[config.mk]
export PLATFORM = sky130hd
export DESIGN_NAME = bus_bridge
export DESIGN_NICKNAME = d
export VERILOG_FILES = /design/src/source/rom_bridge_pkg.sv /design/src/source/bus_bridge.sv
export SDC_FILE = /design/constraint.sdc
export NUM_CORES = 1
export LEC_CHECK = 0
export ABC_AREA = 1
export BUFFER_PORTS_ARGS = -buffer_cell sky130_fd_sc_hd__buf_2
export CORE_UTILIZATION = 41
export DETAILED_ROUTE_END_ITERATION = 7
export PLACE_DENSITY = 0.84
export SETUP_SLACK_MARGIN = 0.05
export SYNTH_ARGS = -nofsm -noshare
export SYNTH_HDL_FRONTEND = slang
export SYNTH_SLANG_ARGS = --single-unit
[constraint.sdc]
create_clock -name mclk -period 4.2 [get_ports mclk]
set_clock_uncertainty 0.05 [all_clocks]
set_input_delay 0.42 -clock mclk [delete_from_list [all_inputs] [get_ports mclk]]
set_output_delay 0.42 -clock mclk [all_outputs]
set_load 0.005 [all_outputs]
[src/source/rom_bridge_pkg.sv]
// shared widths and request types for the rom loader, the word store and the bus bridge
package rom_bridge_pkg;

    localparam int BYTE_ADDR_WIDTH = 23;   // rom byte address
    localparam int WORD_ADDR_WIDTH = 22;   // 16-bit word address

    typedef logic [BYTE_ADDR_WIDTH-1:0] byte_addr_t;
    typedef logic [WORD_ADDR_WIDTH-1:0] word_addr_t;

    typedef logic [1:0] lane_sel_t;        // bit 0 selects the low byte
    typedef logic [3:0] bus_strb_t;        // all zero on a read

    // halves of a bus word, hi is the odd word of the pair
    typedef struct packed {
        logic [15:0] hi;
        logic [15:0] lo;
    } bus_half_t;

    typedef union packed {
        logic [31:0] word;
        bus_half_t   half;
    } bus_word_t;

    // one 16-bit store access, sent along with a toggle bit
    typedef struct packed {
        word_addr_t  addr;
        logic [15:0] wdata;
        lane_sel_t   ds;
        logic        we;
    } mem_req_t;

    // 32-bit access from the softcore side
    typedef struct packed {
        byte_addr_t  addr;
        bus_word_t   wdata;
        bus_strb_t   strb;
    } bus_req_t;

endpackage

[src/source/bus_bridge.sv]
// splits 32-bit strobed softcore accesses into one or two 16-bit word store requests
`timescale 1ns/100ps

module bus_bridge (
    input  logic                      mclk,
    input  logic                      resetn,
    input  logic                      bus_valid,
    input  rom_bridge_pkg::bus_req_t  bus_req,
    output logic                      bus_ready,
    output rom_bridge_pkg::bus_word_t bus_rdata,
    output rom_bridge_pkg::mem_req_t  mem_req,
    output logic                      req,
    input  logic                      ack,
    input  logic [15:0]               rdata
);

    typedef enum logic [2:0] {
        st_idle_req0,
        st_wait0_req1,
        st_data0,
        st_wait1,
        st_data1
    } state_t;

    state_t                    state;
    logic                      valid_r;
    logic                      ready_d;
    logic                      new_req_t;
    logic                      write;
    logic                      word_sel;   // which half of the bus word
    rom_bridge_pkg::lane_sel_t ds;
    rom_bridge_pkg::bus_word_t rd_word;

    assign write = (bus_req.strb != 4'b0000);

    // rising valid, or valid held over the cycle after ready
    assign new_req_t = bus_valid & (~valid_r | ready_d);

    always_comb begin
        mem_req.addr  = {bus_req.addr[rom_bridge_pkg::BYTE_ADDR_WIDTH-1:2], word_sel};
        mem_req.wdata = word_sel ? bus_req.wdata.half.hi : bus_req.wdata.half.lo;
        mem_req.ds    = ds;
        mem_req.we    = write;
    end

    assign bus_rdata = rd_word;

    always_ff @(posedge mclk) begin
        if (!resetn) begin
            state     <= st_idle_req0;
            valid_r   <= 1'b0;
            ready_d   <= 1'b0;
            req       <= 1'b0;
            bus_ready <= 1'b0;
        end else begin
            valid_r   <= bus_valid;
            ready_d   <= bus_ready;
            bus_ready <= 1'b0;                 // single-cycle pulse

            case (state)
                st_idle_req0: begin
                    if (new_req_t) begin
                        req <= ~req;
                        if (write && bus_req.strb[1:0] == 2'b00) begin
                            word_sel <= 1'b1;  // upper word only
                            ds       <= bus_req.strb[3:2];
                            state    <= st_wait1;
                        end else begin
                            word_sel <= 1'b0;
                            ds       <= write ? bus_req.strb[1:0] : 2'b11;
                            state    <= st_wait0_req1;
                        end
                    end
                end
                st_wait0_req1: begin
                    if (req == ack) begin
                        if (write && bus_req.strb[3:2] == 2'b00) begin
                            bus_ready <= 1'b1; // lower word only and no second access
                            state     <= st_idle_req0;
                        end else begin
                            req      <= ~req;
                            word_sel <= 1'b1;
                            ds       <= write ? bus_req.strb[3:2] : 2'b11;
                            state    <= write ? st_wait1 : st_data0;
                        end
                    end
                end
                st_data0: begin
                    rd_word.half.lo <= rdata;
                    state           <= st_wait1;
                end
                st_wait1: begin
                    if (req == ack) begin
                        if (write) begin
                            bus_ready <= 1'b1;
                            state     <= st_idle_req0;
                        end else begin
                            state <= st_data1;
                        end
                    end
                end
                st_data1: begin
                    rd_word.half.hi <= rdata;
                    bus_ready       <= 1'b1;
                    state           <= st_idle_req0;
                end
                default: state <= st_idle_req0;
            endcase
        end
    end

    // word requests read the bus fields live, so they must hold until ready
    assert property (@(posedge mclk) disable iff (!resetn)
        (bus_valid && !bus_ready) |=> ($stable(bus_req.addr) && $stable(bus_req.strb)));

endmodule

After elaboration in Yosys (flattened, before gate mapping)
Cells that the tools add are included.
W data, S select, Z words.

word-level totals
  word-level logic and storage cells = 64
  input port bits = 79
  bits in registers = 42
  output and inout port bits = 75

cells by class
  multiplexer cells = 30
  equal/unequal tests = 9
  reduce and logical (&&, ||, !) cells = 12
  bitwise gates (word level) = 4

operators with widths
  cell                  count
  $mux W16              1
  $mux W2               8
  $mux W1               12
  $mux W3               4
  $pmux W3 S4           1
  $ne A2 B2 Y1 const B  4
  $eq A3 B2 Y1 const B  2
  $reduce_and A5 Y1     1
  $logic_not A2 Y1      2
  $pmux W1 S2           2
  $pmux W2 S2           1
  $reduce_and A2 Y1     2
  $reduce_and A4 Y1     1
  $reduce_bool A4 Y1    1
  $eq A3 B1 Y1 const B  1
  $eq A3 B3 Y1 const B  1
  $logic_not A3 Y1      1
  $pmux W1 S3           1
  $reduce_and A3 Y1     1
  $logic_and A1 B1 Y1   2
  $not A1 Y1            2
  $reduce_bool A2 Y1    1
  $and A1 B1 Y1         1
  $eq A1 B1 Y1          1
  $or A1 B1 Y1          1

Logic depth before layout (Yosys ltp)
  depth after elaboration = 5
  depth in mapped cells = 8
  mapped depth without buffers = 8

Worst setup path after synthesis
OpenSTA, ideal clock, no wires.

  kind = flip-flop to flip-flop
  start point = reg state[1]
  end point = reg rd_word (netlist bit bus_rdata[0]) (enable)
  cell stages (with the launch flop) = 5
  slack = 2480 ps
  required time = 3762 ps
  arrival time = 1281 ps
  path through = dfxtp_1 inv_2 nor2_1 nand2_1 nor2_1

between the ends
  longest elaborated chain between the ends = 2

ends and longest elaborated chain
  element                      RTL line          text
  start, declared              bus_bridge.sv:25  state_t state;
  start signal, assigned       bus_bridge.sv:50  state <= st_idle_req0;
  start signal, assigned       bus_bridge.sv:67  state <= st_wait1;
  start signal, assigned       bus_bridge.sv:71  state <= st_wait0_req1;
  $eq A3 B2 Y1                 bus_bridge.sv:60  case (state)
  $reduce_and A2 Y1 (no line)  --
  end, declared                bus_bridge.sv:32  rom_bridge_pkg::bus_word_t rd_word;

Every way passes these cells.
A chain may end at the register's enable or synchronous reset.

==> impl_results.md <==
* Hold Crit Class: in -> reg
* # rows at 24
* Startpoint Class: register
* Leakage power at approximately 1.1 nW
* Yosys cell types at 22
* Layout cells sized above 1 at 58.6%
* Post-Syn Area at 0.00190 mm²
* Syn Nets at 236
* WL per Instance at 13.9 µm
* Residual DRC at 0
* Worst-path clk slew at 0.08 ns
* CTS H-tree lvls at 2
* Total power at around 0.9 mW
* Final Hold Viols at 0
* Register area share after synthesis at 62.8%
* Full die area at 0.00491 mm²
* Grt ovf at 0
* Crit-path max FO at 17
* Yosys top cell by area: edfxtp_1
* CTS tree: built
* Clock buffer depth at 2
* Syn_area_per_cell at 12.1 µm²
* Yosys warning count at 0
* MaxCap Viol Count at 0
* Post-CTS Hold Fix Bufs at 0
* Postcts setup bufs at 0
* CP Class: reg -> out
* HPWL Detailed at 3390 µm
* Final net count at about 330
* Root Buffer: clkbuf_8
* FF/Latch Area at roughly 0.0012 mm²
* # IOs at 154
* CP endpoint kind: output port
* Fmax achieved at 0.478 GHz
* Required time of the critical path at 3.73 ns
* Die Ht at 70.0 µm
* Final Non-Filler Cells at 303
* Die width at 70.0 µm
* Fin Hold WS at 0.261 ns
* Final WL at 4210 µm
* Max Slew Vio Count at 0
* GRT Total Usage at 17.4%
* Crit path DAT at 1.62 ns
* # diodes at 0
* Dpl cells at 295
* Slew HR at ~56%
* Max VDD drop at 0.220 mV
* Detailed Route Iter0 Violations at 110
* Initial core utilization at 43.0%
* Synth area leaders: edfxtp_1 55%, buf_4 9.5%, mux2_2 9.5%
* Initial antenna violation count at 0
* Synth-to-Final Area Change at 27.9%
* DR vias/cell at 4.63
* Worst slew pin tran at 0.658 ns
* Vias in the first global route at approximately 1300
* TritonCTS Buffers at 5
* Final setup fails at 0
* Clock sinks at 42
* Area of the multi-input gates at roughly 460 µm²
* Unrepaired setup endpoints after global routing: no
* Yosys reg bits at 42
* Resized cells post-CTS at 0
* Post-synthesis cell count at 157
* Largest net degree at the start of global routing at 18
* Routed Antenna Nets at 0
* Drt pass-1 iters at 4
* Worst skew pair latency at ~0.29 ns
* Fillcell total at around 400
* Top-area cell type share of the netlist area at 55.4%
* Final min period at 2.09 ns
* Total number of vias at ~1400
* Fin crit share at 49.8%
* Input/output buffers at 109
* Routability congestion estimate at 0.881
* Setup Total Neg Slack at 0 ns
* Core area at 0.00441 mm²
* First-pass GRT wire length at 6370 µm
* PD cells at 370 mW/mm²
* Run status: finished, final reports clean
[placed cells by master, fill, tap and decap left out, types with 2 or more instances in the layout]
master / n
buf_4: 2
inv_1: 13
inv_2: 3
mux2_2: 16
nand3_1: 4
buf_2: 109
edfxtp_1: 35
nor2_2: 3
clkbuf_8: 5
nand2_1: 20
nand2_2: 3
o21ai_0: 3
a21oi_1: 4
nor2_1: 13
dfxtp_1: 7
[state kept, by name, indices dropped and copies added (netlist names)]
register	cells
state	3
word_sel	1
req	1
bus_ready	1
bus_rdata	32
valid_r	1
ds	2
ready_d	1
[final timing paths]
path                            startpoint            end  slack (ns)  cells after the start
worst min-delay path              rdata[9]  bus_rdata[25]        0.26                      1
worst max-delay path              word_sel    mem_req[15]        2.11                      2
worst max register to register    state[1]          ds[1]        2.67                      6
worst min register to register   bus_ready        ready_d        0.39                      2
[logic make-up after synthesis]
family	count (synthesis)	share of synthesized area [%]
buf+inv	41	12.9
flops	42	62.8
compound gates	11	3.49
mux	16	9.49
simple gates	47	11.3
[routing by layer]
metal / share of wire, % / global-route usage [%]
met3: 6.6 / 4.47
met5: 0 / 0
met2: 56 / 32.5
met4: 1.0 / 6.89
met1: 37 / 18.4
[critical path: stages (launching register included)]
cell and delay [ns]:
edfxtp_1 0.78, mux2_2 0.42, buf_2 0.13
[power by group]
group          total, mW  switching, mW  internal [mW]
Combinational      0.156         0.0775         0.0790
Sequential         0.488         0.0181          0.470
Clock              0.255          0.138          0.117
Total              0.900          0.234          0.666
[stage by stage]
| stage | utilization, % | worst slack [ns] | cell area, µm² |
|---|---|---|---|
| 4_1_cts | 55.0 | 2.10 | 2430 |
| 3_3_place_gp | 53.0 | 2.45 | 2340 |
| 2_1_floorplan | - | 2.48 | 1900 |
| 6_report | 55.0 | 2.11 | 2430 |
| 3_5_place_dp | 53.0 | 2.42 | 2340 |
| 5_1_grt | 55.0 | 2.03 | 2430 |
[synthesized netlist by cell type]
cell type and instances:
a21oi_1 4, a31o_2 1, a31oi_1 1, a32oi_1 1
and3_1 1, buf_2 1, buf_4 24, dfxtp_1 7
edfxtp_1 35, inv_1 13, inv_2 3, mux2_2 16
nand2_1 20, nand2_2 3, nand3_1 4, nand3_2 1
nand4_1 1, nor2_1 13, nor2_2 3, nor2_4 1
o21ai_0 3, o31ai_1 1
[layout make-up]
class / instances / share of cell area (%)
Multi-Input combinational cell: 74 / 19.0
Tap cell: 52 / 2.68
Clock buffer: 5 / 2.83
Timing Repair Buffer: 111 / 23.1
Inverter: 16 / 2.47
Clock inverter: 3 / 0.876
Sequential cell: 42 / 49.0
(Power assumes the default switching activity.)
